## src/design/npc_settings.svh

```systemverilog
// global widths and reset values of the npc core, included by every design file that sizes a port
`ifndef NPC_SETTINGS_SVH
`define NPC_SETTINGS_SVH

// datapath and pc width, rv64
`define NPC_WORD_WD 64

// instruction width
`define NPC_INST_WD 32

// general-purpose register address width
`define NPC_GPR_ADDR_WD 5

// first fetch address after reset
`define NPC_PC_RESETVAL 64'h0

// byte address width of both sram ports
`define NPC_SRAM_ADDR_WD 64

`endif

```

## src/design/npc_pkg.sv

```systemverilog
// shared enums for decode and execute, imported by the stages and the exec interface
package npc_pkg;

  // rv major opcodes handled by the core
  typedef enum logic [6:0] {
    OPC_OP     = 7'b0110011,
    OPC_OP_IMM = 7'b0010011,
    OPC_LUI    = 7'b0110111,
    OPC_BRANCH = 7'b1100011,
    OPC_JAL    = 7'b1101111,
    OPC_LOAD   = 7'b0000011,
    OPC_STORE  = 7'b0100011,
    OPC_SYSTEM = 7'b1110011
  } opcode_e;

  // alu operations
  typedef enum logic [3:0] {
    ALU_ADD,
    ALU_SUB,
    ALU_AND,
    ALU_OR,
    ALU_XOR,
    ALU_SLT,
    ALU_SLL,
    ALU_SRL,
    ALU_PASS_B
  } alu_op_e;

  // branch unit function, jump is unconditional
  typedef enum logic [2:0] {
    BR_NONE,
    BR_EQ,
    BR_NE,
    BR_LT,
    BR_JUMP
  } br_func_e;

  // data memory access kind
  typedef enum logic [1:0] {
    MEM_NONE,
    MEM_LOAD,
    MEM_STORE
  } mem_op_e;

endpackage

```

## src/design/npc_ifaces.sv

```systemverilog
// interfaces between the pipeline blocks: fetch to decode, and decode to the execute side
`timescale 1ns/1ps
`include "npc_settings.svh"


// decoded operands and controls, shared by exu, bru and lsu
interface exec_if import npc_pkg::*; ();
  logic [`NPC_WORD_WD-1:0]     rs1_data;
  logic [`NPC_WORD_WD-1:0]     rs2_data;
  logic [`NPC_WORD_WD-1:0]     imm;
  logic [`NPC_WORD_WD-1:0]     pc;
  alu_op_e                     alu_op;
  logic                        alu_b_imm;
  br_func_e                    br_func;
  mem_op_e                     mem_op;
  logic [`NPC_GPR_ADDR_WD-1:0] rd;
  logic                        rd_wen;
  // instruction executes this cycle
  logic                        fire;

  modport ds (
    output rs1_data, output rs2_data, output imm, output pc,
    output alu_op, output alu_b_imm, output br_func, output mem_op,
    output rd, output rd_wen, output fire
  );
  modport ex (
    input rs1_data, input rs2_data, input imm, input pc,
    input alu_op, input alu_b_imm, input br_func, input mem_op,
    input rd, input rd_wen, input fire
  );
endinterface

```

## src/design/npc_bru.sv

```systemverilog
// branch unit: decides taken branches and jumps and computes the redirect target
`timescale 1ns/1ps
`include "npc_settings.svh"

module npc_bru import npc_pkg::*; (
  exec_if.ex                      ex,
  input  logic [`NPC_WORD_WD-1:0] i_alu_result,
  output logic                    o_br_taken,
  output logic [`NPC_WORD_WD-1:0] o_br_target
);

  logic cond;

  always_comb begin
    case (ex.br_func)
      BR_EQ:   cond = (ex.rs1_data == ex.rs2_data);
      BR_NE:   cond = (ex.rs1_data != ex.rs2_data);
      // alu runs slt on rs1, rs2 for branches
      BR_LT:   cond = i_alu_result[0];
      BR_JUMP: cond = 1'b1;
      default: cond = 1'b0;
    endcase
  end

  assign o_br_taken  = ex.fire && cond;
  assign o_br_target = ex.pc + ex.imm;

endmodule

```

## src/flat_wrapper.sv

```systemverilog
// flat-port wrapper written by rule: the top's interface ports become plain ports
module npc_bru_flat import npc_pkg::*;
  (i_alu_result, o_br_taken, o_br_target, ex_rs1_data, ex_rs2_data, ex_imm, ex_pc, ex_alu_op, ex_alu_b_imm, ex_br_func, ex_mem_op, ex_rd, ex_rd_wen, ex_fire);
  exec_if ex_i ();
  input  logic [`NPC_WORD_WD-1:0] i_alu_result;
  output logic o_br_taken;
  output logic [`NPC_WORD_WD-1:0] o_br_target;
  input wire logic [$bits(ex_i.rs1_data)-1:0] ex_rs1_data;
  input wire logic [$bits(ex_i.rs2_data)-1:0] ex_rs2_data;
  input wire logic [$bits(ex_i.imm)-1:0] ex_imm;
  input wire logic [$bits(ex_i.pc)-1:0] ex_pc;
  input wire logic [$bits(ex_i.alu_op)-1:0] ex_alu_op;
  input wire logic [$bits(ex_i.alu_b_imm)-1:0] ex_alu_b_imm;
  input wire logic [$bits(ex_i.br_func)-1:0] ex_br_func;
  input wire logic [$bits(ex_i.mem_op)-1:0] ex_mem_op;
  input wire logic [$bits(ex_i.rd)-1:0] ex_rd;
  input wire logic [$bits(ex_i.rd_wen)-1:0] ex_rd_wen;
  input wire logic [$bits(ex_i.fire)-1:0] ex_fire;
  assign ex_i.rs1_data = ex_rs1_data;
  assign ex_i.rs2_data = ex_rs2_data;
  assign ex_i.imm = ex_imm;
  assign ex_i.pc = ex_pc;
  assign ex_i.alu_op = ex_alu_op;
  assign ex_i.alu_b_imm = ex_alu_b_imm;
  assign ex_i.br_func = ex_br_func;
  assign ex_i.mem_op = ex_mem_op;
  assign ex_i.rd = ex_rd;
  assign ex_i.rd_wen = ex_rd_wen;
  assign ex_i.fire = ex_fire;
  npc_bru u_core (.ex(ex_i), .i_alu_result(i_alu_result), .o_br_taken(o_br_taken), .o_br_target(o_br_target));
endmodule
```

## config.mk

```make
export PLATFORM = sky130hd
export DESIGN_NAME = npc_bru_flat
export DESIGN_NICKNAME = d
export VERILOG_FILES = /design/src/design/npc_pkg.sv /design/src/design/npc_ifaces.sv /design/src/design/npc_bru.sv /design/src/flat_wrapper.sv
export VERILOG_INCLUDE_DIRS = /design/src /design/src/design
export SDC_FILE = /design/constraint.sdc
export NUM_CORES = 1
export LEC_CHECK = 0
export ABC_AREA = 1
export BUFFER_PORTS_ARGS = -buffer_cell sky130_fd_sc_hd__buf_2
export CORE_AREA = 5 5 151 153
export DETAILED_ROUTE_END_ITERATION = 8
export DIE_AREA = 0 0 156 158
export SLEW_MARGIN = 20
export SYNTH_ARGS = -nofsm -noshare
export SYNTH_HDL_FRONTEND = slang
export SYNTH_SLANG_ARGS = --single-unit
```

## constraint.sdc

```tcl
create_clock -name vclk -period 1.85
set_input_delay 0.2775 -clock vclk [all_inputs]
set_output_delay 0.2775 -clock vclk [all_outputs]
set_load 0.05 [all_outputs]
```

; Yosys cells after proc, flatten, opt, wreduce, memory -nomap -nowiden
; Cells that the tools add are included.
[totals]
reg_bits = 0
in_bits = 337
out_inout_bits = 65
word_cells = 9
[op_classes]
n_addsub = 1
n_eq_ne = 6
n_mux = 1
reduce_logical = 1
[ops]
columns = cell, count
row1 = 64-bit adder, 1
row2 = 64-bit equality test, 1
row3 = 64-bit != test, 1
row4 = "3-bit by 2-bit equality test with 1-bit output, second input constant", 2
row5 = 1-bit one-hot mux with 4 select lines, 1
row6 = "3-bit by 1-bit equality test with 1-bit output, second input constant", 1
row7 = "3-bit equality test, second input constant", 1
row8 = 1-bit logical AND, 1

; Depth between registers and ports, before layout
[logic_depth]
ltp_word = 3
mapped_depth = 14
depth_no_buf = 14

; Worst setup path before layout
; OpenSTA, ideal clock, no wires.
[synth_timing]
kind = input to output
from = in ex_pc[0]
to = out o_br_target[34]
arrival_time_ps = 2318
required_ps = 1572
path_slack_ps = -745
cell_stages = 13
path_buffers = 0
path_cell_list = ha_1 fa_1 nand3_1 nand2_2 nand2_1 nand2_2 nand2_1 nand2_1 nand2_1 nand2_2 nand2_1 nand2_1 xor2_1
[synth_via]
elab_chain_cells = 1
[synth_rtl]
columns = item, line_no
row1 = from (decl), flat_wrapper.sv:11  ; input wire logic [$bits(ex_i.pc)-1:0] ex_pc;
row2 = 64-bit adder, npc_bru.sv:26  ; assign o_br_target = ex.pc + ex.imm;
row3 = to (decl), flat_wrapper.sv:7  ; output logic [`NPC_WORD_WD-1:0] o_br_target;
; Every way passes these cells.

; Final worst setup path
[layout_timing]
from = in ex_imm[24]
to = out o_br_target[55]
[layout_via]
elab_chain_cells = 1
[layout_rtl]
columns = item, line_no
row1 = from (decl), flat_wrapper.sv:10  ; input wire logic [$bits(ex_i.imm)-1:0] ex_imm;
row2 = 64-bit adder, npc_bru.sv:26
; Every way passes these cells.

==> impl_metrics.tcl <==
set metrics [dict create \
    dp_hpwl_um 26700 \
    setup.worst_path.class "in -> out" \
    setup-violations-final 59 \
    flops_and_latches 0 \
    p_clk_frac 0 \
    gp_congestion 0.976 \
    worstPathArrival_ns 2.05 \
    detailroute.via_count 10200 \
    crit_chain "buf_2 -> ha_4 -> nand2_2 -> nand2_4 -> a21oi_2 -> o21ai_2 -> nand2_2 -> nand2_2 -> nand3_1 -> nand3_2 -> nand2_1 -> nand2_2 -> buf_8" \
    wire_per_inst_um 15.9 \
    route.detailed.drc 0 \
    ir_worst_vdd_uv 280 \
    seq_power_share 0 \
    antenna_found_initial 0 \
    synth_top_area_share 0.281 \
    critPathBufInv 2 \
    p_int_w 0.00278 \
    netlist_instances 1345 \
    violations "negative setup slack" \
    via_per_inst 4.79 \
    synth_adder_area_share 0.126 \
    overflow 0 \
    core_area_mm2 0.0214 \
    hold_start "ex_fire" \
    start_kind "input pin" \
    numPortBuffers 326 \
    nClkBuffers 0 \
    synth_area_mm2 0.00640 \
    wl_um 34000 \
    dp_cells 2095 \
    yosys.area_share.xor_xnor 0.0766 \
    layout.nets 2262 \
    stdcell_count 2139 \
    required_ns 1.57 \
    rsz0062_at_grt "true" \
    synth.distinct_cells 26 \
    cp.depth 13 \
    synthTopCellsByArea "nand2_1 28%, inv_1 15%, ha_1 12%" \
    drt_iter0_drc 489 \
    die-area_mm2 0.0246 \
    yosys.area.top_type "nand2_1" \
    synth_mux_area_frac 0 \
    place_ws_ns -0.595 \
    min_period_ns 2.33 \
    swShare 0.574 \
    worst_slack_ns -0.481 \
    holdBufCountCts 0 \
    avgSynthCellArea_um2 4.76 \
    endpoint_kind "output pin" \
    syn_to_final_growth_pct 133 \
    crit_family "simple AND/OR/NAND/NOR gates" \
    synth_top_family_by_area "simple AND/OR/NAND/NOR gates" \
    slowest_delay_ns 0.35 \
    crit_end "o_br_target[55]" \
    grt_pass1_wl_um 48300 \
    max_slew_margin 0.736 \
    synth_compound_area_frac 0.112 \
    rows 54 \
    maxCapViolations 0 \
    hold_class "in -> out" \
    switching_power_w 0.00375 \
    finalCritPeriodShare 1.26 \
    fin_setup_tns_ns -19.58 \
    fp.dieH_um 158 \
    n_antenna_cell 0 \
    syn_nets 1746 \
    ioPinCount 402 \
    cp_slowest_cell "o21ai_2" \
    hold_viol 0 \
    startpoint "ex_imm[24]" \
    multi_input_area_mm2 0.00928 \
    worst_slew_pin_slew_ns 0.393 \
    grt_pass1_vias 9940 \
    drv_slew 0 \
    initial_core_util 0.299 \
    comb_power_share 1.000 \
    register_area_um2 0 \
    die_w_um 156 \
    yosysMostFrequentCell "nand2_1" \
    drtPass1Iterations 5 \
    ys_warn_count 0 \
    synth-simple-area-share 0.519 \
    grt_max_degree 6 \
    cp_max_fo 4 \
    max_freq_mhz 429 \
    total_power_w 0.00653 \
    grt_usage 0.238 \
    p_leak_nw 7.60 \
    final_layout_size_suffix_gt1_frac 0.622 \
    status "finished, violations left" \
    postRouteAntennaNets 0 \
    n_fill_cell 1654 \
    postLayoutCoreUtil 0.695 \
    crit_top_cell "nand2_2" \
    ys_seq_area_frac 0 \
    powerDensity_mw_per_mm2 438 \
    synth_common_cells "479 x nand2_1, 264 x inv_1, 202 x nor2_1" \
]
==> area by class of cell <==
cell class                      instances  share of cell area
Tap cell                              280              0.0235
Timing Repair Buffer                  514               0.280
Inverter                              284              0.0735
Multi-Input combinational cell       1061               0.623
==> layer usage <==
metal | share of wire | wire length, um | track usage | vias up
li1 | - | - | - | 5098
met1 | 0.39 | 13200 | 0.289 | 4760
met2 | 0.53 | 18000 | 0.456 | 327
met3 | 0.057 | 1930 | 0.0249 | 56
met4 | 0.026 | 892 | 0.0442 | 0
met5 | 0 | 0 | 0 | -
==> power groups by stage <==
stage	combinational [W]	sequential, W	clock, W
global placement	0.00484	0	0
detailed placement	0.00487	0	0
CTS	0.00605	0	0
finish	0.00653	0	0
global route	0.00686	0	0
floorplan	0.00318	0	0
==> metrics by stage <==
step	area, um2	hold WS (ns)
after floorplan	8150	0.750
after global placement	11300	0.928
after detailed placement	11300	0.938
after CTS	13800	0.907
after global routing	14900	0.897
final	14900	0.882
==> repair_timing <==
item                       4_1_cts  5_1_grt
hold endpoints to repair         0        0
setup endpoints to repair       61       61
buffers inserted                35       20
cloned                           0        0
pin swaps                      210      184
resized for setup              595      246
==> logic make-up (layout without fill, tap and decap cells) <==
kind of cell	Yosys count	in the layout
adders and majority gates	64	64
AOI/OAI and AO/OA	139	139
and+or+nand+nor	802	802
xor gates and xnor gates	56	56
buffers and inverters	284	798
==> worst min-delay path by stage <==
stage	end	slack, ns	cells after the start
after global routing	o_br_taken	0.90	4
after CTS	o_br_taken	0.91	4
final	o_br_taken	0.88	4
after floorplan	o_br_target[0]	0.75	1
after detailed placement	o_br_taken	0.94	4
after global placement	o_br_taken	0.93	4
==> cell usage in the layout, fill, tap and decap left out, drive strengths merged <==
master,instances
buf,514
nand2,497
inv,283
nor2,229
a21oi,85
ha,63
xor2,55
nand3,49
o21ai,45
nor3,13
nand4,10
o21bai,5
o31ai,2
nor4,2
xnor2,1
nand3b,1
clkinv,1
and3,1
a21boi,1
a31oi,1
fa,1
==> worst min-delay path: stages <==
cell and delay (ns):
buf_2 0.10, nand2_1 0.04, inv_1 0.04, buf_6 0.14
(Power assumes the default switching activity.)
