===== src/design/npc_settings.svh =====
// global widths and reset values of the npc core, included by every design file that sizes a port
`ifndef NPC_SETTINGS_SVH
`define NPC_SETTINGS_SVH

// datapath and pc width, rv64
`define NPC_WORD_WD 64

// instruction width
`define NPC_INST_WD 32

// general-purpose register address width
`define NPC_GPR_ADDR_WD 5

// first fetch address after reset
`define NPC_PC_RESETVAL 64'h0

// byte address width of both sram ports
`define NPC_SRAM_ADDR_WD 64

`endif


===== src/design/npc_pkg.sv =====
// shared enums for decode and execute, imported by the stages and the exec interface
package npc_pkg;

  // rv major opcodes handled by the core
  typedef enum logic [6:0] {
    OPC_OP     = 7'b0110011,
    OPC_OP_IMM = 7'b0010011,
    OPC_LUI    = 7'b0110111,
    OPC_BRANCH = 7'b1100011,
    OPC_JAL    = 7'b1101111,
    OPC_LOAD   = 7'b0000011,
    OPC_STORE  = 7'b0100011,
    OPC_SYSTEM = 7'b1110011
  } opcode_e;

  // alu operations
  typedef enum logic [3:0] {
    ALU_ADD,
    ALU_SUB,
    ALU_AND,
    ALU_OR,
    ALU_XOR,
    ALU_SLT,
    ALU_SLL,
    ALU_SRL,
    ALU_PASS_B
  } alu_op_e;

  // branch unit function, jump is unconditional
  typedef enum logic [2:0] {
    BR_NONE,
    BR_EQ,
    BR_NE,
    BR_LT,
    BR_JUMP
  } br_func_e;

  // data memory access kind
  typedef enum logic [1:0] {
    MEM_NONE,
    MEM_LOAD,
    MEM_STORE
  } mem_op_e;

endpackage


===== src/design/npc_ifaces.sv =====
// interfaces between the pipeline blocks: fetch to decode, and decode to the execute side
`timescale 1ns/1ps
`include "npc_settings.svh"


// decoded operands and controls, shared by exu, bru and lsu
interface exec_if import npc_pkg::*; ();
  logic [`NPC_WORD_WD-1:0]     rs1_data;
  logic [`NPC_WORD_WD-1:0]     rs2_data;
  logic [`NPC_WORD_WD-1:0]     imm;
  logic [`NPC_WORD_WD-1:0]     pc;
  alu_op_e                     alu_op;
  logic                        alu_b_imm;
  br_func_e                    br_func;
  mem_op_e                     mem_op;
  logic [`NPC_GPR_ADDR_WD-1:0] rd;
  logic                        rd_wen;
  // instruction executes this cycle
  logic                        fire;

  modport ds (
    output rs1_data, output rs2_data, output imm, output pc,
    output alu_op, output alu_b_imm, output br_func, output mem_op,
    output rd, output rd_wen, output fire
  );
  modport ex (
    input rs1_data, input rs2_data, input imm, input pc,
    input alu_op, input alu_b_imm, input br_func, input mem_op,
    input rd, input rd_wen, input fire
  );
endinterface


===== src/design/npc_lsu.sv =====
// load/store unit: drives the data sram and selects the register writeback value
`timescale 1ns/1ps
`include "npc_settings.svh"

module npc_lsu import npc_pkg::*; (
  input  logic                         i_clk,
  input  logic                         i_rst_n,
  exec_if.ex                           ex,
  input  logic [`NPC_WORD_WD-1:0]      i_alu_result,
  output logic                         o_data_sram_en,
  output logic                         o_data_sram_wen,
  output logic [`NPC_SRAM_ADDR_WD-1:0] o_data_sram_addr,
  output logic [`NPC_WORD_WD-1:0]      o_data_sram_wdata,
  input  logic [`NPC_WORD_WD-1:0]      i_data_sram_rdata,
  output logic                         o_wb_wen,
  output logic [`NPC_GPR_ADDR_WD-1:0]  o_wb_addr,
  output logic [`NPC_WORD_WD-1:0]      o_wb_data
);

  localparam logic [`NPC_WORD_WD-1:0] PC_STEP = 4;

  logic                        is_load;
  logic                        is_store;
  logic                        ld_pend_q;
  logic [`NPC_GPR_ADDR_WD-1:0] ld_rd_q;

  assign is_load  = ex.fire && (ex.mem_op == MEM_LOAD);
  assign is_store = ex.fire && (ex.mem_op == MEM_STORE);

  // address is rs1 plus imm from the alu
  assign o_data_sram_en    = is_load || is_store;
  assign o_data_sram_wen   = is_store;
  assign o_data_sram_addr  = i_alu_result;
  assign o_data_sram_wdata = ex.rs2_data;

  always_ff @(posedge i_clk or negedge i_rst_n) begin
    if (!i_rst_n) begin
      ld_pend_q <= 1'b0;
    end else begin
      ld_pend_q <= is_load;
    end
  end

  always_ff @(posedge i_clk) begin
    if (is_load) begin
      ld_rd_q <= ex.rd;
    end
  end

  // load data returns while decode is stalled, so the two never collide
  always_comb begin
    if (ld_pend_q) begin
      o_wb_wen  = 1'b1;
      o_wb_addr = ld_rd_q;
      o_wb_data = i_data_sram_rdata;
    end else begin
      o_wb_wen  = ex.fire && ex.rd_wen && (ex.mem_op != MEM_LOAD);
      o_wb_addr = ex.rd;
      o_wb_data = (ex.br_func == BR_JUMP) ? ex.pc + PC_STEP : i_alu_result;
    end
  end

  a_store_aligned: assert property (@(posedge i_clk) disable iff (!i_rst_n)
    o_data_sram_en && o_data_sram_wen |-> o_data_sram_addr[2:0] == 3'b000);

  a_load_stall: assert property (@(posedge i_clk) disable iff (!i_rst_n)
    ld_pend_q |-> !ex.fire);

endmodule


===== src/flat_wrapper.sv =====
// flat-port wrapper written by rule: the top's interface ports become plain ports
module npc_lsu_flat import npc_pkg::*;
  (i_clk, i_rst_n, i_alu_result, o_data_sram_en, o_data_sram_wen, o_data_sram_addr, o_data_sram_wdata, i_data_sram_rdata, o_wb_wen, o_wb_addr, o_wb_data, ex_rs1_data, ex_rs2_data, ex_imm, ex_pc, ex_alu_op, ex_alu_b_imm, ex_br_func, ex_mem_op, ex_rd, ex_rd_wen, ex_fire);
  exec_if ex_i ();
  input  logic i_clk;
  input  logic i_rst_n;
  input  logic [`NPC_WORD_WD-1:0] i_alu_result;
  output logic o_data_sram_en;
  output logic o_data_sram_wen;
  output logic [`NPC_SRAM_ADDR_WD-1:0] o_data_sram_addr;
  output logic [`NPC_WORD_WD-1:0] o_data_sram_wdata;
  input  logic [`NPC_WORD_WD-1:0] i_data_sram_rdata;
  output logic o_wb_wen;
  output logic [`NPC_GPR_ADDR_WD-1:0] o_wb_addr;
  output logic [`NPC_WORD_WD-1:0] o_wb_data;
  input wire logic [$bits(ex_i.rs1_data)-1:0] ex_rs1_data;
  input wire logic [$bits(ex_i.rs2_data)-1:0] ex_rs2_data;
  input wire logic [$bits(ex_i.imm)-1:0] ex_imm;
  input wire logic [$bits(ex_i.pc)-1:0] ex_pc;
  input wire logic [$bits(ex_i.alu_op)-1:0] ex_alu_op;
  input wire logic [$bits(ex_i.alu_b_imm)-1:0] ex_alu_b_imm;
  input wire logic [$bits(ex_i.br_func)-1:0] ex_br_func;
  input wire logic [$bits(ex_i.mem_op)-1:0] ex_mem_op;
  input wire logic [$bits(ex_i.rd)-1:0] ex_rd;
  input wire logic [$bits(ex_i.rd_wen)-1:0] ex_rd_wen;
  input wire logic [$bits(ex_i.fire)-1:0] ex_fire;
  assign ex_i.rs1_data = ex_rs1_data;
  assign ex_i.rs2_data = ex_rs2_data;
  assign ex_i.imm = ex_imm;
  assign ex_i.pc = ex_pc;
  assign ex_i.alu_op = ex_alu_op;
  assign ex_i.alu_b_imm = ex_alu_b_imm;
  assign ex_i.br_func = ex_br_func;
  assign ex_i.mem_op = ex_mem_op;
  assign ex_i.rd = ex_rd;
  assign ex_i.rd_wen = ex_rd_wen;
  assign ex_i.fire = ex_fire;
  npc_lsu u_core (.i_clk(i_clk), .i_rst_n(i_rst_n), .ex(ex_i), .i_alu_result(i_alu_result), .o_data_sram_en(o_data_sram_en), .o_data_sram_wen(o_data_sram_wen), .o_data_sram_addr(o_data_sram_addr), .o_data_sram_wdata(o_data_sram_wdata), .i_data_sram_rdata(i_data_sram_rdata), .o_wb_wen(o_wb_wen), .o_wb_addr(o_wb_addr), .o_wb_data(o_wb_data));
endmodule

===== config.mk =====
export PLATFORM = sky130hd
export DESIGN_NAME = npc_lsu_flat
export DESIGN_NICKNAME = d
export VERILOG_FILES = /design/src/design/npc_pkg.sv /design/src/design/npc_ifaces.sv /design/src/design/npc_lsu.sv /design/src/flat_wrapper.sv
export VERILOG_INCLUDE_DIRS = /design/src /design/src/design
export SDC_FILE = /design/constraint.sdc
export NUM_CORES = 1
export LEC_CHECK = 0
export ABC_AREA = 1
export BUFFER_PORTS_ARGS = -buffer_cell sky130_fd_sc_hd__buf_2
export CAP_MARGIN = 0
export CORE_AREA = 4 4 232 234
export CTS_CLUSTER_DIAMETER = 80
export DETAILED_ROUTE_END_ITERATION = 6
export DIE_AREA = 0 0 236 238
export GPL_TIMING_DRIVEN = 0
export HOLD_SLACK_MARGIN = 0.15
export PLACE_DENSITY = 0.42
export SYNTH_ARGS = -nofsm -noshare
export SYNTH_HDL_FRONTEND = slang
export SYNTH_SLANG_ARGS = --single-unit

===== constraint.sdc =====
create_clock -name i_clk -period 3.7 [get_ports i_clk]
set_input_delay 0.74 -clock i_clk [delete_from_list [all_inputs] [get_ports i_clk]]
set_output_delay 0.74 -clock i_clk [all_outputs]
set_load 0.01 [all_outputs]

**Word level (Yosys, flattened, before mapping)**

Cells that the tools add are included.

- Memory bits (writable): 0
- Memories kept: 0
- Input port bits: 403
- Word-level logic and storage cells: 16
- Memory bits (read-only): 0
- Register bits after elaboration: 6
- Bits in latches: 0
- Output and inout bits: 200

- $mul: 0
- Bitwise gates (word level): 0
- Muxes and demuxes: 4
- Shift-type cells: 0
- Magnitude comparators: 0
- Add/subtract/negate cells: 1
- Divide/modulo/power cells: 0
- Reduce and logical (&&, ||, !) cells: 5
- Equal/unequal tests: 4

Operators with widths:

| cell | count |
|---|---|
| 64-bit 2-to-1 mux | 2 |
| 64-bit by 3-bit adder with 64-bit output, second input constant | 1 |
| 5-bit 2-to-1 mux | 1 |
| 1-bit logical AND | 4 |
| 3-bit == test, second input constant | 1 |
| 2-bit by 1-bit == test with 1-bit output, second input constant | 1 |
| 2-bit == test, second input constant | 1 |
| 2-bit by 1-bit inequality test with 1-bit output, second input constant | 1 |
| 1-bit logical OR | 1 |
| 1-bit 2-to-1 mux | 1 |

**Longest topological paths before layout**

- Word-level depth: 3
- Mapped depth: 12
- Depth with buffers taken out: 12

**Least setup slack after synthesis**

Ideal clock, no wire load.

- Path type: input -> output
- Start: in ex_pc[2]
- End: out o_wb_data[30]
- Path buffers: 0
- Data required time: 2.960 ns
- Setup slack: 1.100 ns
- Stages: 9
- Arrival: 1.860 ns
- Path through: ha_1 -> inv_1 -> nor2_4 -> nand2_4 -> nor2_1 -> nand2_1 -> o21ai_0 -> nor2_1 -> o21ai_1

- Cells in the longest elaborated chain, start to end: 3

Ends and longest elaborated chain:

| element | line | text |
|---|---|---|
| start, declared | flat_wrapper.sv:19 | `input wire logic [$bits(ex_i.pc)-1:0] ex_pc;` |
| 64-bit by 3-bit adder with 64-bit output | npc_lsu.sv:59 | `o_wb_data = (ex.br_func == BR_JUMP) ? ex.pc + PC_STEP : i_alu_result;` |
| 64-bit 2-to-1 mux | npc_lsu.sv:59 |  |
| 64-bit 2-to-1 mux | npc_lsu.sv:52 | `if (ld_pend_q) begin` |
| end, declared | flat_wrapper.sv:15 | `` output logic [`NPC_WORD_WD-1:0] o_wb_data; `` |

Every way passes these cells.

**Worst setup path in the final report**

- Start: in ex_pc[2]
- End: out o_wb_data[20]

Same word-level chain as after synthesis.

==> impl_metrics.json <==
{
  "outcome": "finished, final reports clean",
  "track_usage_pct": 13.36,
  "yosysSeqAreaShare_pct": 3.679,
  "endpoint_kind": "primary output",
  "post_cts_buffers": 0,
  "syn-num-nets": 1379,
  "clock_sink_count": 6,
  "syn_to_final_growth_pct": 62.63,
  "power_density_mw_per_mm2": 135.3,
  "final_nets": 1789,
  "cts_tree": "done",
  "dpl_cell_area_sq_mm": 0.007649,
  "crit_arrival_ns": 2.77,
  "dp.cells": 2068,
  "design_area_sq_mm": 0.007742,
  "drive_gt1_share_pct": 41.84,
  "finalSetupViolations": 0,
  "vdd_drop_max_uv": 117.3,
  "drtIter0Drc": 248,
  "vias": 7210,
  "hold_viol": 0,
  "htree_levels": 1,
  "routedWlPerCell_um": 19.34,
  "synth_warnings": 0,
  "dieWidth_um": 236,
  "power_mw": 1.048,
  "worstSetupPathType": "input pin to primary output",
  "final_core_util_pct": 14.88,
  "antenna_found_initial": 14,
  "slew_viol_final": 0,
  "grt_pass1_vias": 7478,
  "fmax_mhz": 284.7,
  "die-area_sq_mm": 0.05617,
  "crit_path_max_fanout": 5,
  "vias_per_cell": 3.471,
  "cts_made_buffers": 3,
  "min_period_over_period_pct": 94.93,
  "drc": 0,
  "postRouteAntennaNets": 0,
  "worstPathRequired_ns": 2.96,
  "core_area_sq_mm": 0.05202,
  "port_buffers": 405,
  "fin_setup_tns_ns": 0,
  "gp_routability_congestion": 0.8757,
  "hp-class": "input pin to asynchronous set/reset pin",
  "stdcell_count": 2077,
  "cp-start-kind": "input pin",
  "drv_cap": 0,
  "placementRows": 84,
  "avgSynthCellArea_sq_um": 4.883,
  "clkTransAtPathRegs_ns": 0.03,
  "clockBufferDepth": 2,
  "max_slew.worst_pin.slew_ns": 0.9670,
  "io_pins": 603,
  "worst_hold_slack_ns": 0.2975,
  "grt_pass1_wl_mm": 54.33,
  "hold_buffers": 0,
  "place_hpwl_mm": 36.85,
  "initial_core_util_pct": 9.151,
  "firstDrtPassIters": 6,
  "synth.distinct_cells": 26,
  "overflow": 0,
  "rsz0062_at_grt": "false",
  "wl_mm": 40.17,
  "leakagePower_nw": 4.146,
  "relSlewSlack_pct": 35.53,
  "syn-cell-area_sq_mm": 0.004761,
  "period_needed_ns": 3.513,
  "synth-seq-cells": 6,
  "dp_worst_setup_slack_ns": -0.08828,
  "syn_inst": 975,
  "grt_max_degree": 11,
  "clock-root-buffer": "clkbuf_16",
  "fp.dieH_um": 238,
  "layout_setup_ws_ns": 0.1874
}
layout by cell type (no fill, tap or decap), types with 3 or more instances in the layout:
cell       netlist  routed
clkbuf_1        16      17
nand4_1          6       6
clkbuf_16        0       3
a21oi_1         32      32
inv_1           68      68
nand2_4          5       5
o21ai_1         19      20
buf_2           11     416
nand2_1        340     339
nand2_2          5       6
nor2_4           5       5
buf_4          128     128
a31oi_1          3       3
o21ai_0         30      29
nor2_2          12      12
xor2_1           9       9
nand3_1         46      46
diode_2          0       5
edfxtp_1         5       5
xnor2_1         13      13
nor2_1         213     213
synth_stat cells:
cell type  number  share of area, %
edfxtp_1        5               3.2
a31oi_1         3              0.39
inv_2           1             0.079
nand2_1       340                27
nand3_1        46               4.8
xnor2_1        13               2.4
clkinv_1        1             0.079
dfrtp_1         1              0.53
o21ai_1        19               2.0
xor2_1          9               1.7
a21oi_1        32               3.4
nand3b_1        2              0.32
nand3_2         2              0.42
nor2_4          5               1.2
buf_4         128                20
nor2_1        213                17
nor2_8          1              0.42
clkbuf_1       16               1.3
inv_1          68               5.4
o21ai_0        30               3.2
nand2_2         5              0.66
nand2_4         5               1.2
ha_1            1              0.26
buf_2          11               1.2
nand4_1         6              0.79
nor2_2         12               1.6
per-layer routing:
metal  vias to the layer above  GRT usage (%)  routed length, um
met5                         -              0                 83
li1                       3701              -                  -
met2                       284          21.73              17580
met3                        20          2.994               2804
met4                        12         0.6585                214
met1                      3193          19.06              19480
timing repair:
item / CTS / global route
setup endpoints to repair: 2 / 1
gates resized for setup: 1 / 1
cloned: 0 / 0
critical path, stage by stage:
cell and delay (ns):
buf_2 0.11, ha_1 0.21, inv_1 0.08, nor2_4 0.25
nand3_2 0.18, nor2_1 0.47, a21oi_1 0.12, o21ai_0 0.25
nand2_1 0.13, nand2_1 0.09, buf_2 0.13
flip-flops by register name, indices dropped and copies added (netlist names):
| register | flops |
|---|---|
| u_core.ld_rd_q | 5 |
| u_core.ld_pend_q | 1 |
layout make-up:
cell class                      instances  area, sq um
Tap cell                              688        860.8
Fill cell                            6191        44280
Clock buffer                            4        78.83
Buffer                                155         1076
Multi-Input combinational cell        744         3249
Antenna cell                            5        12.51
Sequential cell                         6        175.2
Inverter                               70        262.8
Timing Repair Buffer                  405         2027
cell families (layout without fill, tap and decap cells):
family	count (synthesis)	after routing	synth area share, %
compound gates	84	84	8.909
simple gates	637	637	54.98
buf+inv	225	634	28.12
fa+ha+maj	1	1	0.2628
other cells	0	5	0
flops	6	6	3.679
xor+xnor	22	22	4.047
worst max path at each step:
stage / from / to / slack, ns
after global placement: ex_br_func[1] / o_wb_data[26] / -0.06
after global routing: ex_pc[2] / o_wb_data[20] / 0.03
after detailed placement: ex_br_func[1] / o_wb_data[26] / -0.09
after floorplan: ex_pc[2] / o_wb_data[30] / 1.10
final: ex_pc[2] / o_wb_data[20] / 0.19
after CTS: ex_pc[2] / o_wb_data[22] / 0.06
report_power, final:
group	internal [mW]	switching, mW
Combinational	0.343	0.449
Clock	0.143	0.0343
Sequential	0.0772	0.00107
Total	0.563	0.485
(Power assumes the default switching activity.)
