===== src/design/npc_settings.svh =====
// global widths and reset values of the npc core, included by every design file that sizes a port
`ifndef NPC_SETTINGS_SVH
`define NPC_SETTINGS_SVH

// datapath and pc width, rv64
`define NPC_WORD_WD 64

// instruction width
`define NPC_INST_WD 32

// general-purpose register address width
`define NPC_GPR_ADDR_WD 5

// first fetch address after reset
`define NPC_PC_RESETVAL 64'h0

// byte address width of both sram ports
`define NPC_SRAM_ADDR_WD 64

`endif


===== src/design/npc_pkg.sv =====
// shared enums for decode and execute, imported by the stages and the exec interface
package npc_pkg;

  // rv major opcodes handled by the core
  typedef enum logic [6:0] {
    OPC_OP     = 7'b0110011,
    OPC_OP_IMM = 7'b0010011,
    OPC_LUI    = 7'b0110111,
    OPC_BRANCH = 7'b1100011,
    OPC_JAL    = 7'b1101111,
    OPC_LOAD   = 7'b0000011,
    OPC_STORE  = 7'b0100011,
    OPC_SYSTEM = 7'b1110011
  } opcode_e;

  // alu operations
  typedef enum logic [3:0] {
    ALU_ADD,
    ALU_SUB,
    ALU_AND,
    ALU_OR,
    ALU_XOR,
    ALU_SLT,
    ALU_SLL,
    ALU_SRL,
    ALU_PASS_B
  } alu_op_e;

  // branch unit function, jump is unconditional
  typedef enum logic [2:0] {
    BR_NONE,
    BR_EQ,
    BR_NE,
    BR_LT,
    BR_JUMP
  } br_func_e;

  // data memory access kind
  typedef enum logic [1:0] {
    MEM_NONE,
    MEM_LOAD,
    MEM_STORE
  } mem_op_e;

endpackage


===== src/design/npc_ifaces.sv =====
// interfaces between the pipeline blocks: fetch to decode, and decode to the execute side
`timescale 1ns/1ps
`include "npc_settings.svh"

// valid/ready handshake from fetch to decode
interface fetch_if;
  logic                    valid;
  logic                    ready;
  logic [`NPC_WORD_WD-1:0] pc;
  logic [`NPC_INST_WD-1:0] inst;

  modport fs (output valid, output pc, output inst, input ready);
  modport ds (input valid, input pc, input inst, output ready);
endinterface

// decoded operands and controls, shared by exu, bru and lsu
interface exec_if import npc_pkg::*; ();
  logic [`NPC_WORD_WD-1:0]     rs1_data;
  logic [`NPC_WORD_WD-1:0]     rs2_data;
  logic [`NPC_WORD_WD-1:0]     imm;
  logic [`NPC_WORD_WD-1:0]     pc;
  alu_op_e                     alu_op;
  logic                        alu_b_imm;
  br_func_e                    br_func;
  mem_op_e                     mem_op;
  logic [`NPC_GPR_ADDR_WD-1:0] rd;
  logic                        rd_wen;
  // instruction executes this cycle
  logic                        fire;

  modport ds (
    output rs1_data, output rs2_data, output imm, output pc,
    output alu_op, output alu_b_imm, output br_func, output mem_op,
    output rd, output rd_wen, output fire
  );
  modport ex (
    input rs1_data, input rs2_data, input imm, input pc,
    input alu_op, input alu_b_imm, input br_func, input mem_op,
    input rd, input rd_wen, input fire
  );
endinterface


===== src/design/npc_regfile.sv =====
// general-purpose register file, two asynchronous reads and one synchronous write
`timescale 1ns/1ps
`include "npc_settings.svh"

module npc_regfile (
  input  logic                        i_clk,
  input  logic                        i_rst_n,
  input  logic [`NPC_GPR_ADDR_WD-1:0] i_raddr1,
  input  logic [`NPC_GPR_ADDR_WD-1:0] i_raddr2,
  output logic [`NPC_WORD_WD-1:0]     o_rdata1,
  output logic [`NPC_WORD_WD-1:0]     o_rdata2,
  input  logic                        i_wen,
  input  logic [`NPC_GPR_ADDR_WD-1:0] i_waddr,
  input  logic [`NPC_WORD_WD-1:0]     i_wdata
);

  localparam int NUM_REGS = 1 << `NPC_GPR_ADDR_WD;

  logic [`NPC_WORD_WD-1:0] regs [NUM_REGS];

  // x0 is never written
  always_ff @(posedge i_clk or negedge i_rst_n) begin
    if (!i_rst_n) begin
      for (int i = 0; i < NUM_REGS; i++) begin
        regs[i] <= '0;
      end
    end else if (i_wen && (i_waddr != '0)) begin
      regs[i_waddr] <= i_wdata;
    end
  end

  assign o_rdata1 = (i_raddr1 == '0) ? '0 : regs[i_raddr1];
  assign o_rdata2 = (i_raddr2 == '0) ? '0 : regs[i_raddr2];

endmodule


===== src/design/npc_id_stage.sv =====
// decode stage that decodes the instruction, reads the register file and stalls for loads
`timescale 1ns/1ps
`include "npc_settings.svh"

module npc_id_stage import npc_pkg::*; (
  input  logic                        i_clk,
  input  logic                        i_rst_n,
  fetch_if.ds                         ds,
  exec_if.ds                          ex,
  input  logic                        i_wb_wen,
  input  logic [`NPC_GPR_ADDR_WD-1:0] i_wb_addr,
  input  logic [`NPC_WORD_WD-1:0]     i_wb_data,
  output logic                        o_halt
);

  logic [`NPC_INST_WD-1:0] inst;
  opcode_e                 opcode;
  logic [2:0]              funct3;
  logic                    funct7_b5;
  logic [`NPC_WORD_WD-1:0] imm_i;
  logic [`NPC_WORD_WD-1:0] imm_s;
  logic [`NPC_WORD_WD-1:0] imm_b;
  logic [`NPC_WORD_WD-1:0] imm_j;
  logic [`NPC_WORD_WD-1:0] imm_u;
  logic                    is_ebreak;
  logic                    ld_stall_q;
  logic                    halt_q;

  assign inst      = ds.inst;
  assign opcode    = opcode_e'(inst[6:0]);
  assign funct3    = inst[14:12];
  assign funct7_b5 = inst[30];

  assign imm_i = {{(`NPC_WORD_WD-12){inst[31]}}, inst[31:20]};
  assign imm_s = {{(`NPC_WORD_WD-12){inst[31]}}, inst[31:25], inst[11:7]};
  assign imm_b = {{(`NPC_WORD_WD-13){inst[31]}}, inst[31], inst[7], inst[30:25],
                  inst[11:8], 1'b0};
  assign imm_j = {{(`NPC_WORD_WD-21){inst[31]}}, inst[31], inst[19:12], inst[20],
                  inst[30:21], 1'b0};
  assign imm_u = {{(`NPC_WORD_WD-32){inst[31]}}, inst[31:12], 12'b0};

  // unknown encodings fall through as no-ops
  always_comb begin
    ex.alu_op    = ALU_ADD;
    ex.alu_b_imm = 1'b0;
    ex.br_func   = BR_NONE;
    ex.mem_op    = MEM_NONE;
    ex.rd_wen    = 1'b0;
    ex.imm       = imm_i;
    is_ebreak    = 1'b0;
    case (opcode)
      OPC_OP_IMM: begin
        ex.alu_b_imm = 1'b1;
        ex.rd_wen    = (funct3 == 3'b000);
      end
      OPC_OP: begin
        ex.rd_wen = 1'b1;
        case ({funct7_b5, funct3})
          4'b0_000: ex.alu_op = ALU_ADD;
          4'b1_000: ex.alu_op = ALU_SUB;
          4'b0_111: ex.alu_op = ALU_AND;
          4'b0_110: ex.alu_op = ALU_OR;
          4'b0_100: ex.alu_op = ALU_XOR;
          4'b0_010: ex.alu_op = ALU_SLT;
          4'b0_001: ex.alu_op = ALU_SLL;
          4'b0_101: ex.alu_op = ALU_SRL;
          default:  ex.rd_wen = 1'b0;
        endcase
      end
      OPC_LUI: begin
        ex.alu_op    = ALU_PASS_B;
        ex.alu_b_imm = 1'b1;
        ex.imm       = imm_u;
        ex.rd_wen    = 1'b1;
      end
      OPC_BRANCH: begin
        // blt reads the signed compare from the alu
        ex.alu_op = ALU_SLT;
        ex.imm    = imm_b;
        case (funct3)
          3'b000:  ex.br_func = BR_EQ;
          3'b001:  ex.br_func = BR_NE;
          3'b100:  ex.br_func = BR_LT;
          default: ex.br_func = BR_NONE;
        endcase
      end
      OPC_JAL: begin
        ex.br_func = BR_JUMP;
        ex.imm     = imm_j;
        ex.rd_wen  = 1'b1;
      end
      OPC_LOAD: begin
        if (funct3 == 3'b011) begin
          ex.mem_op    = MEM_LOAD;
          ex.alu_b_imm = 1'b1;
          ex.rd_wen    = 1'b1;
        end
      end
      OPC_STORE: begin
        ex.imm = imm_s;
        if (funct3 == 3'b011) begin
          ex.mem_op    = MEM_STORE;
          ex.alu_b_imm = 1'b1;
        end
      end
      OPC_SYSTEM: is_ebreak = (inst == 32'h0010_0073);
      default: ;
    endcase
  end

  assign ds.ready = !ld_stall_q && !halt_q;
  assign ex.fire  = ds.valid && ds.ready;
  assign ex.pc    = ds.pc;
  assign ex.rd    = inst[11:7];
  assign o_halt   = halt_q;

  // second cycle of a load waits for the sram data
  always_ff @(posedge i_clk or negedge i_rst_n) begin
    if (!i_rst_n) begin
      ld_stall_q <= 1'b0;
      halt_q     <= 1'b0;
    end else begin
      ld_stall_q <= ex.fire && (ex.mem_op == MEM_LOAD);
      if (ex.fire && is_ebreak) begin
        halt_q <= 1'b1;
      end
    end
  end

  npc_regfile u_regfile (
    .i_clk    (i_clk         ),
    .i_rst_n  (i_rst_n       ),
    .i_raddr1 (inst[19:15]   ),
    .i_raddr2 (inst[24:20]   ),
    .o_rdata1 (ex.rs1_data   ),
    .o_rdata2 (ex.rs2_data   ),
    .i_wen    (i_wb_wen      ),
    .i_waddr  (i_wb_addr     ),
    .i_wdata  (i_wb_data     )
  );

  // the stall cycle carries the load's register write
  a_stall_writes: assert property (@(posedge i_clk) disable iff (!i_rst_n)
    ld_stall_q |-> i_wb_wen);

endmodule


===== src/flat_wrapper.sv =====
// flat-port wrapper written by rule: the top's interface ports become plain ports
module npc_id_stage_flat import npc_pkg::*;
  (i_clk, i_rst_n, i_wb_wen, i_wb_addr, i_wb_data, o_halt, ds_valid, ds_pc, ds_inst, ds_ready, ex_rs1_data, ex_rs2_data, ex_imm, ex_pc, ex_alu_op, ex_alu_b_imm, ex_br_func, ex_mem_op, ex_rd, ex_rd_wen, ex_fire);
  fetch_if ds_i ();
  exec_if ex_i ();
  input  logic i_clk;
  input  logic i_rst_n;
  input  logic i_wb_wen;
  input  logic [`NPC_GPR_ADDR_WD-1:0] i_wb_addr;
  input  logic [`NPC_WORD_WD-1:0] i_wb_data;
  output logic o_halt;
  input wire logic [$bits(ds_i.valid)-1:0] ds_valid;
  input wire logic [$bits(ds_i.pc)-1:0] ds_pc;
  input wire logic [$bits(ds_i.inst)-1:0] ds_inst;
  output wire logic [$bits(ds_i.ready)-1:0] ds_ready;
  output wire logic [$bits(ex_i.rs1_data)-1:0] ex_rs1_data;
  output wire logic [$bits(ex_i.rs2_data)-1:0] ex_rs2_data;
  output wire logic [$bits(ex_i.imm)-1:0] ex_imm;
  output wire logic [$bits(ex_i.pc)-1:0] ex_pc;
  output wire logic [$bits(ex_i.alu_op)-1:0] ex_alu_op;
  output wire logic [$bits(ex_i.alu_b_imm)-1:0] ex_alu_b_imm;
  output wire logic [$bits(ex_i.br_func)-1:0] ex_br_func;
  output wire logic [$bits(ex_i.mem_op)-1:0] ex_mem_op;
  output wire logic [$bits(ex_i.rd)-1:0] ex_rd;
  output wire logic [$bits(ex_i.rd_wen)-1:0] ex_rd_wen;
  output wire logic [$bits(ex_i.fire)-1:0] ex_fire;
  assign ds_i.valid = ds_valid;
  assign ds_i.pc = ds_pc;
  assign ds_i.inst = ds_inst;
  assign ds_ready = ds_i.ready;
  assign ex_rs1_data = ex_i.rs1_data;
  assign ex_rs2_data = ex_i.rs2_data;
  assign ex_imm = ex_i.imm;
  assign ex_pc = ex_i.pc;
  assign ex_alu_op = ex_i.alu_op;
  assign ex_alu_b_imm = ex_i.alu_b_imm;
  assign ex_br_func = ex_i.br_func;
  assign ex_mem_op = ex_i.mem_op;
  assign ex_rd = ex_i.rd;
  assign ex_rd_wen = ex_i.rd_wen;
  assign ex_fire = ex_i.fire;
  npc_id_stage u_core (.i_clk(i_clk), .i_rst_n(i_rst_n), .ds(ds_i), .ex(ex_i), .i_wb_wen(i_wb_wen), .i_wb_addr(i_wb_addr), .i_wb_data(i_wb_data), .o_halt(o_halt));
endmodule

===== config.mk =====
export PLATFORM = sky130hd
export DESIGN_NAME = npc_id_stage_flat
export DESIGN_NICKNAME = d
export VERILOG_FILES = /design/src/design/npc_pkg.sv /design/src/design/npc_ifaces.sv /design/src/design/npc_regfile.sv /design/src/design/npc_id_stage.sv /design/src/flat_wrapper.sv
export VERILOG_INCLUDE_DIRS = /design/src /design/src/design
export SDC_FILE = /design/constraint.sdc
export NUM_CORES = 2
export LEC_CHECK = 0
export BUFFER_PORTS_ARGS = -buffer_cell sky130_fd_sc_hd__buf_2
export CAP_MARGIN = 40
export CORE_MARGIN = 2
export CORE_UTILIZATION = 53
export CTS_BUF_LIST = sky130_fd_sc_hd__clkbuf_2
export DETAILED_ROUTE_END_ITERATION = 10
export PLACE_DENSITY = 0.7
export SYNTH_ARGS = -nofsm -noshare
export SYNTH_HDL_FRONTEND = slang
export SYNTH_SLANG_ARGS = --single-unit

===== constraint.sdc =====
create_clock -name i_clk -period 2 [get_ports i_clk]
set_clock_uncertainty 0.15 [all_clocks]
set_input_delay 0.1 -clock i_clk [delete_from_list [all_inputs] [get_ports i_clk]]
set_output_delay 0.1 -clock i_clk [all_outputs]
set_load 0.01 [all_outputs]

-- After elaboration in Yosys (flattened, before gate mapping)
Cells that the tools add are included.
- magnitude comparators: 4
- equal/unequal tests: 20
- mux-type cells: 24
- bitwise logic cells: 3
- reductions and logical operators: 17
- operators with widths (kind ; number):
    bitwise mux 2048 bit ; 1
    binary-select mux 64 bit (select 5 bit) ; 2
    two-way mux 64 bit ; 7
    demux 64 bit (select 5 bit) ; 1
    one-hot mux 31 bit (4 select lines) ; 1
    equality test 32 x 21 -> 1 bit, second input constant ; 1
    equality test 7 x 6 -> 1 bit, second input constant ; 3
    equality test 7 bit, second input constant ; 3
    one-hot mux 3 bit (7 select lines) ; 1
    greater-or-equal comparator 6 bit, second input constant ; 3
    inverter 5 -> 6 bit ; 3
    equality test 4 x 3 -> 1 bit, second input constant ; 4
    one-hot mux 4 bit (3 select lines) ; 1
    logical NOT 5 bit ; 2
    OR reduction 8 bit ; 1
    equality test 7 x 2 -> 1 bit, second input constant ; 1
    equality test 7 x 5 -> 1 bit, second input constant ; 1
    logical AND 1 bit ; 6
    < comparator 6 x 1 -> 1 bit, second input constant ; 1
    one-hot mux 2 bit (3 select lines) ; 1
    one-hot mux 3 bit (2 select lines) ; 1
    OR reduction 2 bit ; 3
    nonzero test 5 bit ; 1
    equality test 4 x 1 -> 1 bit, second input constant ; 1
    14 further kinds ; 18
- register bits: 2050
- input port bits: 169
- output and inout port bits: 275
- logic and storage cells: 102

-- Longest topological paths before layout
- depth in word-level cells: 6
- depth in mapped cells: 10
- mapped depth without buffers: 5

-- By module
A second synthesis with hierarchy kept.
- cell total of the unflattened synthesis: 6961
- area, all modules: 109446.2 µm²
- by module, submodules not included (module ; instances ; cells each ; area an instance (µm²) ; sequential area each (µm²)):
    npc_regfile ; 1 ; 6737 ; 107843.4 ; 51199.1
    npc_id_stage ; 1 ; 224 ; 1602.8 ; 50.0

-- Least setup slack after synthesis
Ideal clock, no wire load.
- path kind: input to output
- start: input ds_inst[22]
- end: output ex_rs2_data[12]
- arrival: 1737 ps
- data required time: 1750 ps
- slack: 13 ps
- stages: 8
- path buffers: 4
- cell sequence: buf_2 > buf_4 > buf_2 > buf_1 > mux4_2 > mux2i_1 > nor2_1 > a211o_1
- word-level cells in the longest chain between the ends: 5
- elaborated cells on any way between the ends: 6
- those cells by class: mux: 4; bitwise: 1; reduce/logical: 1
- RTL lines (item ; RTL line ; source):
    start, declared ; flat_wrapper.sv:14 ; input wire logic [$bits(ds_i.inst)-1:0] ds_inst;
    inverter 5 -> 6 bit (not written as such) ; npc_regfile.sv:33 ; assign o_rdata2 = (i_raddr2 == '0) ? '0 : regs[i_raddr2];
    binary-select mux 64 bit (select 5 bit) ; npc_regfile.sv:33 ;
    two-way mux 64 bit (not written as such) (2 in series) ; npc_regfile.sv:33 ;
    two-way mux 64 bit * ; npc_regfile.sv:33 ;
    end, declared ; flat_wrapper.sv:17 ; output wire logic [$bits(ex_i.rs2_data)-1:0] ex_rs2_data;
Mark *: on every way between the ends. The rest lies on a longest branch, timed or not. The select of a mux whose other input is x is not followed.

-- Worst setup path in the final report
- start: register u_core.u_regfile.regs[279] (netlist bit)
- end: output ex_rs1_data[23]
- word-level cells in the longest chain between the ends: 4
- RTL lines (item ; RTL line ; source):
    start, declared ; npc_regfile.sv:19 ; logic [`NPC_WORD_WD-1:0] regs [NUM_REGS];
    start signal, assigned by index ; npc_regfile.sv:28 ; regs[i_waddr] <= i_wdata;
    binary-select mux 64 bit (select 5 bit) ; npc_regfile.sv:32 ; assign o_rdata1 = (i_raddr1 == '0) ? '0 : regs[i_raddr1];
    two-way mux 64 bit (not written as such) (2 in series) ; npc_regfile.sv:32 ;
    two-way mux 64 bit ; npc_regfile.sv:32 ;
    end, declared ; flat_wrapper.sv:16 ; output wire logic [$bits(ex_i.rs1_data)-1:0] ex_rs1_data;
Every way passes these cells. The select of a mux whose other input is x is not followed.

==> reports/results.txt <==
Critical Path RT -> 1750 ps
Area occupied by multi-input gates -> 57,800 sq um
Drt pass-1 iters -> 6
Max frequency -> 235 MHz
WS Path Type -> register to output port
Die width -> 463 um
GRT Total Usage -> 37.9%
Buffers on Ports -> 315
GR Overflow Total -> 0
Worst setup margin -> -2260 ps
Setup TNS -> -253,320 ps
RSZ-0062 raised after global routing -> true
Vias per cell -> 6.70
HP Class -> input pin to register
Reg area -> 51,300 sq um
RD Place Congestion -> 0.916
Root Buffer -> clkbuf_2
Post-Syn Nets -> 8,252
Leading area contributor after synthesis -> dfrtp_1
Clk slew on worst S/H paths -> 110 ps
Cell variety after synth -> 63
Failing checks -> negative hold slack, negative setup slack
DRC errors left -> 0
Post-Layout Cell Count -> 12,900
Fin crit period -> 4260 ps
Clock sink count -> 2,050
Dominant cells by area after synthesis -> dfrtp_1 46%, mux2_2 21%, mux4_2 11%
Core ar. -> 209,000 sq um
Antenna-violating nets left -> 0
Peak supply drop -> 0.731 mV
Top_reg_cell synth -> dfrtp_1
Total Power -> 118,000 uW
Ratio of final minimum period to clock period -> 213%
Finished Cell Area -> 138,000 sq um
Antenna violations before repair -> 23
Initial core utilization -> 53.3%
Largest net degree at the start of global routing -> 97
CP max stage delay -> 540 ps
Starting DRT DRC Count -> 10,100
Endpoint class of the critical path -> output port
Area share of the largest cell type after synthesis -> 46.0%
Number of synthesized flops with an enable pin -> 0
Critical path data arrival time -> 4010 ps
CP max-delay cell -> a211oi_1
H-tree depth -> 6
TritonCTS clock tree -> done
Yosys warns -> 0
Commonest non-fill, non-tap cells in the layout -> 2,050 x dfrtp_1, 2,049 x mux2_2, 1,116 x buf_4
Static Leakage -> 0.0643 uW
Layout cell share with drive strength beyond 1 -> 55.7%
First-pass GRT wire length -> 601,000 um
Status -> finished, violations left
Sequential area share after synthesis -> 46.0%
Placed inst area -> 126,000 sq um
Worst rel slew slack -> 2.93%
Tightest Pin Transition -> 1460 ps
Num rows -> 168
Commonest non-fill, non-tap cell in the layout -> dfrtp_1
Overall routed net length -> 416,000 um
Vias after detailed routing -> 86,600
Post-Syn Area per Cell -> 13.8 sq um
Final setup violation count -> 169
Pins Over Slew Limit -> 0
Placed insts -> 11,500
Clk buf depth -> 4
Number of global-route vias before repair -> 88,600
Crit Path Max Fanout -> 3
Clk Latency, worst-skew pair -> 1960 ps
Max-Cap Viols -> 0
PwrDens -> 858 nW/um^2
Cells after Synth -> 8,083
CP Cell Sequence -> mux4_2 -> mux2i_1 -> nor2_1 -> a211oi_1 -> nor3_2 -> buf_4
Fillcell total -> 15,000
Synth async-reset ratio -> 100%
Nets -> 9,919
I/O pin count -> 444
Startpoint Class -> register
CTS Buf Count -> 564
Dpl hpwl -> 263,000 um
Die span in y -> 463 um
Synthesis-to-finish area growth -> 23.8%
Mapped Area -> 112,000 sq um
WL/cell -> 32.2 um
Final hold violations -> 3
Number of synthesized register bits -> 2,050
Hold WS -> -37.3 ps
Die ar. -> 214,000 sq um
power breakdown:
part | internal, uW | switching [uW]
Clock | 11300 | 18400
Sequential | 49300 | 5970
Combinational | 19100 | 14400
sequential cells by signal, summed over array words and instances (netlist names):
name / flops
u_core.u_regfile.regs: 2048
u_core.ld_stall_q: 1
u_core.o_halt: 1
critical path: cells and delay by family, from the launching register on:
kind / cells / cell delay [ps]
buf+inv: 1 / 210
simple gates: 2 / 180
flops: 1 / 430
compound gates: 1 / 540
mux: 2 / 610
cell type report:
type | instances | area share (%)
Antenna cell | 16 | 0.0290
Clock buffer | 807 | 2.92
Clock inverter | 110 | 0.409
Inverter | 4 | 0.0109
Multi-Input combinational cell | 5014 | 41.9
Sequential cell | 2050 | 37.1
Tap cell | 2805 | 2.54
Timing Repair Buffer | 2116 | 15.1
final timing paths:
kind,startpoint,slack [ps],depth (start not counted),to
max,u_core.u_regfile.regs[279],-2260,6,ex_rs1_data[23]
min in group asynchronous,i_rst_n,690,7,u_core.u_regfile.regs[1910]
max reg2reg,u_core.o_halt,70,11,u_core.o_halt
min reg2reg,u_core.u_regfile.regs[2004],250,0,u_core.u_regfile.regs[2004]
max in group asynchronous,i_rst_n,160,7,u_core.u_regfile.regs[514]
min,ds_valid,-40,11,u_core.ld_stall_q
synthesized netlist by cell type, drive strengths merged (3+ instances only):
cell,n
o22a,3
a2111oi,54
nor3b,5
nand3,76
or2,5
inv,4
o22ai,78
nand2,94
mux4,553
a211oi,99
nor4,7
a31oi,18
and2,5
a22o,68
nor2b,41
o221ai,53
mux2i,950
clkbuf,485
nand2b,4
a22oi,229
buf,530
a21oi,96
o21ai,54
nor3,52
dfrtp,2050
mux2,2117
nand3b,6
a21o,46
a221oi,64
a211o,40
o31ai,3
a32oi,14
nor2,135
o211ai,28
cell families after synthesis:
logic type / Yosys count / share of synthesized area (%)
AND/OR/NAND/NOR: 440 / 1.89
buffers and inverters: 1019 / 4.60
flip-flops: 2050 / 46.0
XOR/XNOR: 2 / 0.0157
AO/OA/AOI/OAI: 952 / 6.46
multiplexers: 3620 / 41.1
timing repair:
item | in CTS | in global routing
pin swaps | 209 | 61
endpoints found under the setup margin | 131 | 670
endpoints found under the hold margin | 4036 | 813
hold buffers | 289 | 16
gates resized for setup | 422 | 119
cloned | 0 | 3
buffers inserted | 117 | 42
routing by layer:
layer / up-vias / track usage, % / part of all wire [%]
met2: 5873 / 56.5 / 45
met5: - / 0 / 0.0098
met4: 6 / 22.9 / 6.6
met1: 44800 / 49.4 / 37
met3: 1476 / 10.8 / 11
li1: 34400 / - / -
through the flow:
| stage | util, % | worst slack [ps] |
|---|---|---|
| 3_3_place_gp | 60.0 | -1360 |
| 4_1_cts | 65.0 | -2340 |
| 3_5_place_dp | 60.1 | -866 |
| 2_1_floorplan | - | 12.8 |
| 5_1_grt | 66.0 | -2310 |
| 6_report | 66.0 | -2260 |
Power figures use the tool's default switching activity.
